[src/common/mem_front_macros.svh]
`ifndef MEM_FRONT_MACROS_SVH
`define MEM_FRONT_MACROS_SVH

// ~~~~~~~~~~~~~~~~~~~~~~~~~~~~~~~~~~~~~~~~~~~~~~~~~~~~~~~~~~~~~~~~~~~~~~
// AXI read channel widths
// ~~~~~~~~~~~~~~~~~~~~~~~~~~~~~~~~~~~~~~~~~~~~~~~~~~~~~~~~~~~~~~~~~~~~~~
`define MF_ADDR_W 32
`define MF_DATA_W 32
`define MF_ID_W 4

// ~~~~~~~~~~~~~~~~~~~~~~~~~~~~~~~~~~~~~~~~~~~~~~~~~~~~~~~~~~~~~~~~~~~~~~
// Start-up behaviour and read priorities
// ~~~~~~~~~~~~~~~~~~~~~~~~~~~~~~~~~~~~~~~~~~~~~~~~~~~~~~~~~~~~~~~~~~~~~~
`define MF_STRETCH_CYCLES 128 // Caches held in reset this long
`define MF_WARMUP_BURSTS 3 // Uncached bursts before caches open

`define MF_QOS_ICACHE 3
`define MF_QOS_DCACHE 12
`define MF_QOS_UNCACHED 3

`endif

[src/common/axi_pkg.sv]
`include "mem_front_macros.svh"

package axi_pkg;

    typedef logic [`MF_ID_W-1:0] axi_id_t;
    typedef logic [`MF_ADDR_W-1:0] axi_addr_t;
    typedef logic [`MF_DATA_W-1:0] axi_data_t;

    // One read-address beat
    typedef struct packed {
        axi_id_t id;
        axi_addr_t addr;
        logic [3:0] len; // Beats minus one
        logic [2:0] size;
        logic [1:0] burst;
        logic valid;
    } axi_ar_t;

    // One read-data beat
    typedef struct packed {
        axi_id_t id;
        axi_data_t data;
        logic [1:0] resp;
        logic last; // Final beat of the burst
        logic valid;
    } axi_r_t;

endpackage

[src/common/mem_front_pkg.sv]
package mem_front_pkg;

    localparam int NUM_PORTS = 3;

    // Requester ports, also sent as the external read id
    typedef enum logic [1:0] {
        PORT_ICACHE = 2'd0,
        PORT_DCACHE = 2'd1,
        PORT_UNCACHED = 2'd2
    } port_idx_t;

    typedef logic [NUM_PORTS-1:0] port_mask_t; // One bit per port

endpackage

[src/verilog/startup_ctrl.sv]
`timescale 1ns/1ps

`include "mem_front_macros.svh"

module startup_ctrl (
    input logic Clk,
    input logic Myreset,
    input logic cache_off_i,
    input logic warm_burst_done_i,
    output logic cache_rst_o,
    output logic bypass_o
);

    localparam int STRETCH_W = $clog2(`MF_STRETCH_CYCLES);
    localparam int WARM_W = $clog2(`MF_WARMUP_BURSTS + 1);

    logic [STRETCH_W-1:0] stretch_cnt;
    logic cache_rst_q;
    logic [WARM_W-1:0] warm_cnt;
    logic warm_done;

    // ~~~~~~~~~~~~~~~~~~~~~~~~~~~~~~~~~~~~~~~~~~~~~~~~~~~~~~~~~~~~~~~~~~~~~~
    // Cache reset stretch
    // ~~~~~~~~~~~~~~~~~~~~~~~~~~~~~~~~~~~~~~~~~~~~~~~~~~~~~~~~~~~~~~~~~~~~~~
    always_ff @(posedge Clk) begin
        if (Myreset) begin
            cache_rst_q <= 1'b1;
            stretch_cnt <= '0;
        end else if (cache_rst_q) begin
            stretch_cnt <= stretch_cnt + 1'b1;
            if (stretch_cnt == STRETCH_W'(`MF_STRETCH_CYCLES - 1)) begin
                cache_rst_q <= 1'b0; // Last stretch cycle
            end
        end
    end

    assign cache_rst_o = cache_rst_q;

    // ~~~~~~~~~~~~~~~~~~~~~~~~~~~~~~~~~~~~~~~~~~~~~~~~~~~~~~~~~~~~~~~~~~~~~~
    // Bypass warm-up
    // ~~~~~~~~~~~~~~~~~~~~~~~~~~~~~~~~~~~~~~~~~~~~~~~~~~~~~~~~~~~~~~~~~~~~~~
    assign warm_done = (warm_cnt == WARM_W'(`MF_WARMUP_BURSTS));

    // Bursts finishing during the cache reset still count
    always_ff @(posedge Clk) begin
        if (Myreset) begin
            warm_cnt <= '0;
        end else if (warm_burst_done_i && !warm_done) begin
            warm_cnt <= warm_cnt + 1'b1;
        end
    end

    assign bypass_o = !warm_done || cache_off_i; // Cache-off forces uncached only

    // Each finished burst counts once
    a_warm_pulse_single : assert property (
        @(posedge Clk) disable iff (Myreset)
        warm_burst_done_i |=> !warm_burst_done_i
    ) else $error("warm-up pulse held for more than one cycle");

endmodule

[src/interconnect/read_arbiter.sv]
`timescale 1ns/1ps

`include "mem_front_macros.svh"

module read_arbiter (
    input logic Clk,
    input logic Myreset,
    input logic bypass_i,
    input axi_pkg::axi_ar_t port_ar_i [mem_front_pkg::NUM_PORTS],
    input mem_front_pkg::port_mask_t port_rready_i,
    input logic mem_arready_i,
    input axi_pkg::axi_r_t mem_r_i,
    output mem_front_pkg::port_mask_t port_arready_o,
    output axi_pkg::axi_r_t port_r_o [mem_front_pkg::NUM_PORTS],
    output axi_pkg::axi_ar_t mem_ar_o,
    output logic mem_rready_o,
    output logic warm_burst_done_o
);

    import axi_pkg::*;
    import mem_front_pkg::*;

    typedef enum logic [1:0] {
        ST_IDLE,
        ST_ADDR, // Grant locked, waiting for arready
        ST_BURST
    } state_t;

    localparam logic [3:0] QOS_W [NUM_PORTS] = '{
        4'(`MF_QOS_ICACHE),
        4'(`MF_QOS_DCACHE),
        4'(`MF_QOS_UNCACHED)
    };

    state_t state;
    port_idx_t owner_q;
    port_mask_t eligible;
    logic win_found;
    port_idx_t win_idx;
    logic [3:0] win_qos;
    port_idx_t sel_idx;
    logic ar_active;
    logic in_burst;
    logic r_fire;
    port_mask_t r_valid_mask;

    // ~~~~~~~~~~~~~~~~~~~~~~~~~~~~~~~~~~~~~~~~~~~~~~~~~~~~~~~~~~~~~~~~~~~~~~
    // Winner selection
    // ~~~~~~~~~~~~~~~~~~~~~~~~~~~~~~~~~~~~~~~~~~~~~~~~~~~~~~~~~~~~~~~~~~~~~~
    assign eligible = bypass_i ? (port_mask_t'(1) << PORT_UNCACHED) : '1;

    // Strict compare keeps ties on the lower index
    always_comb begin
        win_found = 1'b0;
        win_idx = PORT_ICACHE;
        win_qos = '0;
        for (int i = 0; i < NUM_PORTS; i++) begin
            if (eligible[i] && port_ar_i[i].valid && (!win_found || QOS_W[i] > win_qos)) begin
                win_found = 1'b1;
                win_idx = port_idx_t'(i);
                win_qos = QOS_W[i];
            end
        end
    end

    // ~~~~~~~~~~~~~~~~~~~~~~~~~~~~~~~~~~~~~~~~~~~~~~~~~~~~~~~~~~~~~~~~~~~~~~
    // Address channel
    // ~~~~~~~~~~~~~~~~~~~~~~~~~~~~~~~~~~~~~~~~~~~~~~~~~~~~~~~~~~~~~~~~~~~~~~
    assign sel_idx = (state == ST_IDLE) ? win_idx : owner_q;
    assign ar_active = (state == ST_IDLE && win_found) || state == ST_ADDR;

    always_comb begin
        mem_ar_o = port_ar_i[sel_idx];
        mem_ar_o.id = axi_id_t'(sel_idx); // Port number rides in the id
        mem_ar_o.valid = ar_active && port_ar_i[sel_idx].valid;
        port_arready_o = '0;
        if (ar_active) begin
            port_arready_o[sel_idx] = mem_arready_i;
        end
    end

    // ~~~~~~~~~~~~~~~~~~~~~~~~~~~~~~~~~~~~~~~~~~~~~~~~~~~~~~~~~~~~~~~~~~~~~~
    // Read data routing
    // ~~~~~~~~~~~~~~~~~~~~~~~~~~~~~~~~~~~~~~~~~~~~~~~~~~~~~~~~~~~~~~~~~~~~~~
    assign in_burst = (state == ST_BURST);
    assign mem_rready_o = in_burst && port_rready_i[owner_q];
    assign r_fire = mem_r_i.valid && mem_rready_o;

    always_comb begin
        for (int i = 0; i < NUM_PORTS; i++) begin
            r_valid_mask[i] = in_burst && owner_q == port_idx_t'(i) && mem_r_i.valid;
            port_r_o[i] = mem_r_i;
            port_r_o[i].valid = r_valid_mask[i];
        end
    end

    assign warm_burst_done_o = r_fire && mem_r_i.last && owner_q == PORT_UNCACHED;

    // One burst outstanding at a time
    always_ff @(posedge Clk) begin
        if (Myreset) begin
            state <= ST_IDLE;
            owner_q <= PORT_ICACHE;
        end else begin
            case (state)
                ST_IDLE: begin
                    if (win_found) begin
                        owner_q <= win_idx; // Bypass only matters here
                        state <= mem_arready_i ? ST_BURST : ST_ADDR;
                    end
                end
                ST_ADDR: begin
                    if (mem_ar_o.valid && mem_arready_i) begin
                        state <= ST_BURST;
                    end
                end
                ST_BURST: begin
                    if (r_fire && mem_r_i.last) begin
                        state <= ST_IDLE;
                    end
                end
                default: state <= ST_IDLE;
            endcase
        end
    end

    // ~~~~~~~~~~~~~~~~~~~~~~~~~~~~~~~~~~~~~~~~~~~~~~~~~~~~~~~~~~~~~~~~~~~~~~
    // Checks
    // ~~~~~~~~~~~~~~~~~~~~~~~~~~~~~~~~~~~~~~~~~~~~~~~~~~~~~~~~~~~~~~~~~~~~~~
    a_arready_owner_only : assert property (
        @(posedge Clk) disable iff (Myreset)
        (|port_arready_o) |->
            mem_ar_o.valid && port_arready_o == (port_mask_t'(1) << mem_ar_o.id)
    ) else $error("arready reached a port that does not own the address channel");

    // Beats are routed only inside a burst, so a burst must open on an AR transfer
    a_burst_opens_on_ar : assert property (
        @(posedge Clk) disable iff (Myreset)
        $rose(in_burst) |-> $past(mem_ar_o.valid && mem_arready_i)
    ) else $error("read burst opened without an address transfer");

    a_rid_matches_owner : assert property (
        @(posedge Clk) disable iff (Myreset)
        in_burst && mem_r_i.valid |-> mem_r_i.id == axi_id_t'(owner_q)
    ) else $error("memory returned an id other than the burst owner");

endmodule

[src/verilog/mem_front_top.sv]
`timescale 1ns/1ps

module mem_front_top (
    input logic Clk,
    input logic Myreset,
    input logic cache_off_i,
    output logic cache_rst_o,
    output logic bypass_o,

    // Requester side, indexed by port number
    input axi_pkg::axi_ar_t port_ar_i [mem_front_pkg::NUM_PORTS],
    input mem_front_pkg::port_mask_t port_rready_i,
    output mem_front_pkg::port_mask_t port_arready_o,
    output axi_pkg::axi_r_t port_r_o [mem_front_pkg::NUM_PORTS],

    // External memory side
    output axi_pkg::axi_ar_t mem_ar_o,
    input logic mem_arready_i,
    input axi_pkg::axi_r_t mem_r_i,
    output logic mem_rready_o
);

    logic warm_burst_done; // One pulse per finished uncached burst

    startup_ctrl i_startup_ctrl (
        .Clk (Clk),
        .Myreset (Myreset),
        .cache_off_i (cache_off_i),
        .warm_burst_done_i (warm_burst_done),
        .cache_rst_o (cache_rst_o),
        .bypass_o (bypass_o)
    );

    read_arbiter i_read_arbiter (
        .Clk (Clk),
        .Myreset (Myreset),
        .bypass_i (bypass_o),
        .port_ar_i (port_ar_i),
        .port_rready_i (port_rready_i),
        .mem_arready_i (mem_arready_i),
        .mem_r_i (mem_r_i),
        .port_arready_o (port_arready_o),
        .port_r_o (port_r_o),
        .mem_ar_o (mem_ar_o),
        .mem_rready_o (mem_rready_o),
        .warm_burst_done_o (warm_burst_done)
    );

endmodule

[config.mk]
export PLATFORM = sky130hd
export DESIGN_NAME = mem_front_top
export DESIGN_NICKNAME = d
export VERILOG_FILES = /design/src/common/axi_pkg.sv /design/src/common/mem_front_pkg.sv /design/src/verilog/startup_ctrl.sv /design/src/interconnect/read_arbiter.sv /design/src/verilog/mem_front_top.sv
export VERILOG_INCLUDE_DIRS = /design/src /design/src/common
export SDC_FILE = /design/constraint.sdc
export NUM_CORES = 1
export LEC_CHECK = 0
export BUFFER_PORTS_ARGS = -buffer_cell sky130_fd_sc_hd__buf_2
export CORE_AREA = 10 10 131 133
export CTS_CLUSTER_DIAMETER = 80
export DETAILED_ROUTE_END_ITERATION = 8
export DIE_AREA = 0 0 141 143
export PLACE_DENSITY_LB_ADDON = 0.1
export SLEW_MARGIN = 10
export SYNTH_ARGS = -nofsm -noshare
export SYNTH_HDL_FRONTEND = slang
export SYNTH_SLANG_ARGS = --single-unit
export TNS_END_PERCENT = 1
[constraint.sdc]
create_clock -name Clk -period 1.8 [get_ports Clk]
set_input_delay 0.36 -clock Clk [delete_from_list [all_inputs] [get_ports Clk]]
set_output_delay 0.36 -clock Clk [all_outputs]
set_load 0.02 [all_outputs]
=== After elaboration in Yosys (flattened, before gate mapping) ===
Cells that the tools add are included.

* Register bits: 14
* Input bits: 185
* Output and inout bits: 172
* Logic and storage cells: 79

* $add $sub $neg: 2
* Magnitude comparators: 6
* Equal/unequal tests: 9
* Multiplexer cells: 24
* Bitwise gates (word level): 2
* Reduce and logical (&&, ||, !) cells: 31

{| class="wikitable"
|+ Operators with widths
! operator !! count
|-
| $bmux W46 S2 || 1
|-
| $mux W42 || 2
|-
| $logic_and A1 B1 Y1 || 19
|-
| $mux W2 || 8
|-
| $mux W1 || 8
|-
| $add A7 B1 Y7 const B || 1
|-
| $eq A7 B7 Y1 const B || 1
|-
| $eq A2 B2 Y1 const B || 3
|-
| $lt A2 B3 Y1 const B || 2
|-
| $pmux W2 S3 || 1
|-
| $eq A2 B1 Y1 const B || 2
|-
| $gt A2 B4 Y1 const A || 1
|-
| $gt A4 B2 Y1 const A || 1
|-
| $logic_not A2 Y1 || 2
|-
| $logic_or A1 B1 Y1 || 4
|-
| $mux W4 || 1
|-
| $ne A2 B2 Y1 const B || 2
|-
| $and A3 B3 Y3 || 1
|-
| $ge A3 B3 Y1 const B || 1
|-
| $logic_not A1 Y1 || 3
|-
| $mux W3 || 1
|-
| $not A2 Y3 || 1
|-
| $reduce_and A3 Y1 || 1
|-
| $add A2 B1 Y2 const B || 1
|-
| 6 further kinds || 6
|}

=== Depth between registers and ports, before layout ===
* Depth in word-level cells: 23
* Depth in mapped cells: 7
* Depth with buffers taken out: 6

=== By module ===
Synthesis repeated with hierarchy kept, for this count alone.

* Cells, all modules: 317
* Area total of the unflattened synthesis: 2623.8 sq um

{| class="wikitable"
|+ By module, submodules not included
! module !! times used !! cells each !! area each (sq um) !! sequential area each (sq um)
|-
| read_arbiter || 1 || 273 || 2210.9 || 80.1
|-
| startup_ctrl || 1 || 44 || 412.9 || 200.2
|}

=== Worst setup path after synthesis ===
No wires, ideal clock.

* Path type: register to output
* From: reg i_startup_ctrl.warm_cnt[0]
* To: out mem_ar_o[17] (netlist bit)
* Arrival time: 1759 ps
* Required time: 1440 ps
* Path slack: -319 ps
* Stages on the path, launching flop included: 7
* Buffers on the path: 1
* Path through: dfxtp_1 > ha_1 > nand2b_1 > o211ai_1 > nand2_1 > buf_2 > o2bb2ai_1

{| class="wikitable"
|+ RTL lines
! item !! line !! RTL
|-
| from (decl) || startup_ctrl.sv:19 || <nowiki>logic [WARM_W-1:0] warm_cnt;</nowiki>
|-
| from (signal assigned) || startup_ctrl.sv:49 || <nowiki>warm_cnt <= warm_cnt + 1'b1;</nowiki>
|-
| to (decl) || mem_front_top.sv:17 || <nowiki>output axi_pkg::axi_ar_t mem_ar_o,</nowiki>
|}

==> flow_metrics.py <==
metrics = {
    "worst_setup_path": {
        "arrival_ns": 2.01,
        "critical_path.top_delay_family": "compound AO/OA/AOI/OAI gates",
        "cp_num_buf_inv": 4,
        "start_kind": "flop",
        "cpPeakStageDelay_ns": 0.33,
        "cpMaxStageDelayCell": "dfxtp_2",
        "crit_path_end_kind": "output port",
        "ff2ff_path_depth": 8,
        "crit_fanout": 7,
        "critical_path_class": "reg -> out",
        "required_ns": 1.44,
        "crit_cells": 9,
        "path_cells": "ha_4, and3b_2, a21oi_4, inv_4, a21oi_4, buf_12, buf_12, o2bb2ai_4, buf_6",
    },
    "power_and_ir_drop": {
        "pwr-share-clk_pct": 18.5,
        "peakVddDrop_v": 0.000386,
        "p_sw_share_pct": 37.2,
        "switchingPower_uw": 920,
        "sequentialPowerShare_pct": 13.8,
        "intPower_uw": 1550,
        "comb_power_share_pct": 67.7,
        "p_per_area_nw_per_um2": 538,
        "p_leak_uw": 0.00189,
    },
    "routing": {
        "drt_iter0_markers": 33,
        "via_per_inst": 4.16,
        "ant_nets": 0,
        "vias": 2524,
        "drtPass1Iterations": 4,
        "wl_um": 11200,
        "wl_per_cell_um": 18.5,
        "drc": 0,
    },
    "grt": {
        "grt.total_usage_pct": 9.88,
        "grt_max_degree": 23,
        "grt_pass1_wl_um": 16000,
        "grt-ovfl-total": 0,
        "antenna_found_initial": 0,
        "grt_pass1_vias": 2717,
    },
    "placement": {
        "routabilityCongestion": 0.711,
        "port_buffers": 190,
        "post-place-cells": 597,
        "place_area_um2": 3990,
        "dp_hpwl_um": 9940,
    },
    "clocking": {
        "cts_hold_buf": 0,
        "cts-root-buf": "clkbuf_16",
        "clockBufferDepth": 2,
        "cts_sinks": 14,
        "htree_levels": 1,
        "clkLatencyLatePin_ns": 0.24,
        "cts_tree": "built",
        "numCtsBuffers": 3,
        "clk_pin_slew_ns": 0.05,
    },
    "status": {
        "failed_checks": "setup timing",
        "status": "complete, but fails checks",
    },
    "cells_and_area": {
        "diodes": 0,
        "final_cell_area_um2": 4590,
        "layout.nets": 611,
        "fill_cells": 1511,
        "drive_above_1_share_pct": 76.6,
        "stdcell_count": 607,
        "syn2layout_area_growth_pct": 78.1,
    },
    "floorplan": {
        "die_height_um": 143,
        "rows": 44,
        "core-area_um2": 14400,
        "die_w_um": 141,
        "start_util_pct": 17.9,
        "die_area_um2": 20200,
        "ios": 357,
    },
    "logic_synthesis": {
        "yosys-top-cells-area": "buf_4, mux2i_1, o2bb2ai_1",
        "syn-cell-area_um2": 2580,
        "synth_edf_count": 0,
        "synthAdderAreaFrac_pct": 0.970,
        "synth_top_family_by_area": "buffers and inverters",
        "synth_flop_cell": "dfxtp_1",
        "yosys.area.top_type": "buf_4",
        "avgSynthCellArea_um2": 8.08,
        "syn_inst": 319,
        "synth_xor_area_share_pct": 1.70,
        "synth_top_area_share_pct": 35.8,
        "synth_simple_gate_area_share_pct": 9.51,
        "synth-compound-area-share_pct": 20.7,
        "synth-seq-cells": 14,
        "yosys_warnings": 0,
        "yosysUniqueCellTypes": 42,
        "synth_seq_area_share_pct": 10.9,
        "synthMuxAreaShare_pct": 17.5,
        "async_flop_share_pct": 0,
    },
    "sta": {
        "fin_crit_ns": 2.37,
        "setup-violations-final": 49,
        "fin_ws_ns": -0.574,
        "hold_viol": 0,
        "fmax_mhz": 421,
        "finClkSkew_ns": 0.000565,
        "rsz0062_at_grt": "true",
        "period_share_pct": 132,
        "setup_tns_ns": -24.76,
        "slew_viol_final": 0,
    },
    "min_path": {
        "min_delay_path_depth": 2,
        "min_path_type": "in -> reg",
    },
    "run": {
        "cap_violations": 0,
    },
}
[registers in the layout, summed over array words and instances, names as in the netlist]
| name | cells |
|---|---|
| i_startup_ctrl.stretch_cnt | 7 |
| i_read_arbiter.owner_q | 2 |
| i_startup_ctrl.cache_rst_o | 1 |
| i_read_arbiter.state | 2 |
| i_startup_ctrl.warm_cnt | 2 |
[power by group through the flow]
stage          clock network, µW  logic [µW]  registers [µW]
4_1_cts                      472        1530             340
3_5_place_dp                   0        1410             344
6_report                     458        1670             340
2_1_floorplan                  0        1250             336
5_1_grt                      490        1770             342
3_3_place_gp                   0        1400             344
[final timing paths]
check,slack [ns],end,startpoint
setup reg to reg,-0.06,i_read_arbiter.state[1]$_SDFFE_PP0P_,i_startup_ctrl.warm_cnt[1]$_SDFFE_PP0P_
hold reg to reg,0.49,i_startup_ctrl.stretch_cnt[5]$_SDFFE_PP0P_,i_startup_ctrl.stretch_cnt[5]$_SDFFE_PP0P_
setup / recovery,-0.57,mem_ar_o[13],i_startup_ctrl.warm_cnt[1]$_SDFFE_PP0P_
hold / removal,0.46,i_startup_ctrl.warm_cnt[0]$_SDFFE_PP0P_,Myreset
[logic make-up (layout without fill, tap and decap cells)]
| group | Yosys count | count (layout) |
|---|---|---|
| buf+inv | 140 | 243 |
| compound gates | 66 | 66 |
| simple gates | 46 | 46 |
| mux | 45 | 45 |
| flops | 14 | 14 |
| xor+xnor | 5 | 5 |
| fa+ha+maj | 2 | 2 |
| other cells | 1 | 2 |
[placed cells by master (no fill, tap or decap), drive strengths merged, types with 3 or more instances in the layout]
master   count
nand4        3
o2bb2ai     41
inv          3
nor2        15
clkbuf       5
xor2         3
mux2i       45
o21ai        7
a21oi        7
dfxtp       14
buf        235
nand2        8
nand3b       3
[metal layers]
layer / part of all wire [%] / vias to the layer above / global-route usage (%)
met5: 0 / - / 0
met4: 0.66 / 0 / 1.90
met3: 8.9 / 13 / 3.48
met2: 55 / 127 / 19.0
met1: 36 / 1172 / 10.1
li1: - / 1212 / -
[synthesized netlist by cell type (3+ instances only)]
cell type  number
nand3b_1        3
o2bb2ai_1      41
buf_4         123
nand2_1         8
a21oi_1         5
xor2_1          3
o21ai_0         6
buf_1           3
buf_2           8
dfxtp_1        14
mux2i_1        45
clkbuf_1        3
nand4_1         3
nor2_1         15
[worst reg2reg max path: stages (launching register included)]
cell      delay (ns)
dfxtp_2         0.33
ha_4            0.16
and3b_2         0.22
buf_4           0.14
a211o_1         0.26
a32o_2          0.28
buf_6           0.12
a211oi_2        0.17
nor3_1          0.06
[final cells by class]
type                       instances  area, µm²  share of cell area, %
clock buffer                       4       88.8                   1.93
multi-input combinational        166       2200                   47.9
tap                              184        230                   5.01
timing repair buffer             236       1770                   38.6
sequential                        14        287                   6.24
inverter                           3       13.8                  0.300
[per-stage QoR]
| step | setup slack [ns] | power (µW) | utilization (%) | hold WS, ns |
|---|---|---|---|---|
| after floorplan | -0.169 | 1590 | - | 0.429 |
| after global placement | -0.355 | 1750 | 27.6 | 0.472 |
| after detailed placement | -0.400 | 1750 | 27.6 | 0.490 |
| after CTS | -0.597 | 2350 | 30.0 | 0.467 |
| after global routing | -0.645 | 2600 | 31.8 | 0.476 |
| final | -0.574 | 2470 | 31.8 | 0.457 |
[timing repair]
item,CTS,global route
pin swaps,8,3
endpoints found under the setup margin,51,52
gates resized for setup,67,72
buffers inserted,3,2
gates cloned,0,1
Note: power is estimated with default switching activity, not from simulation.
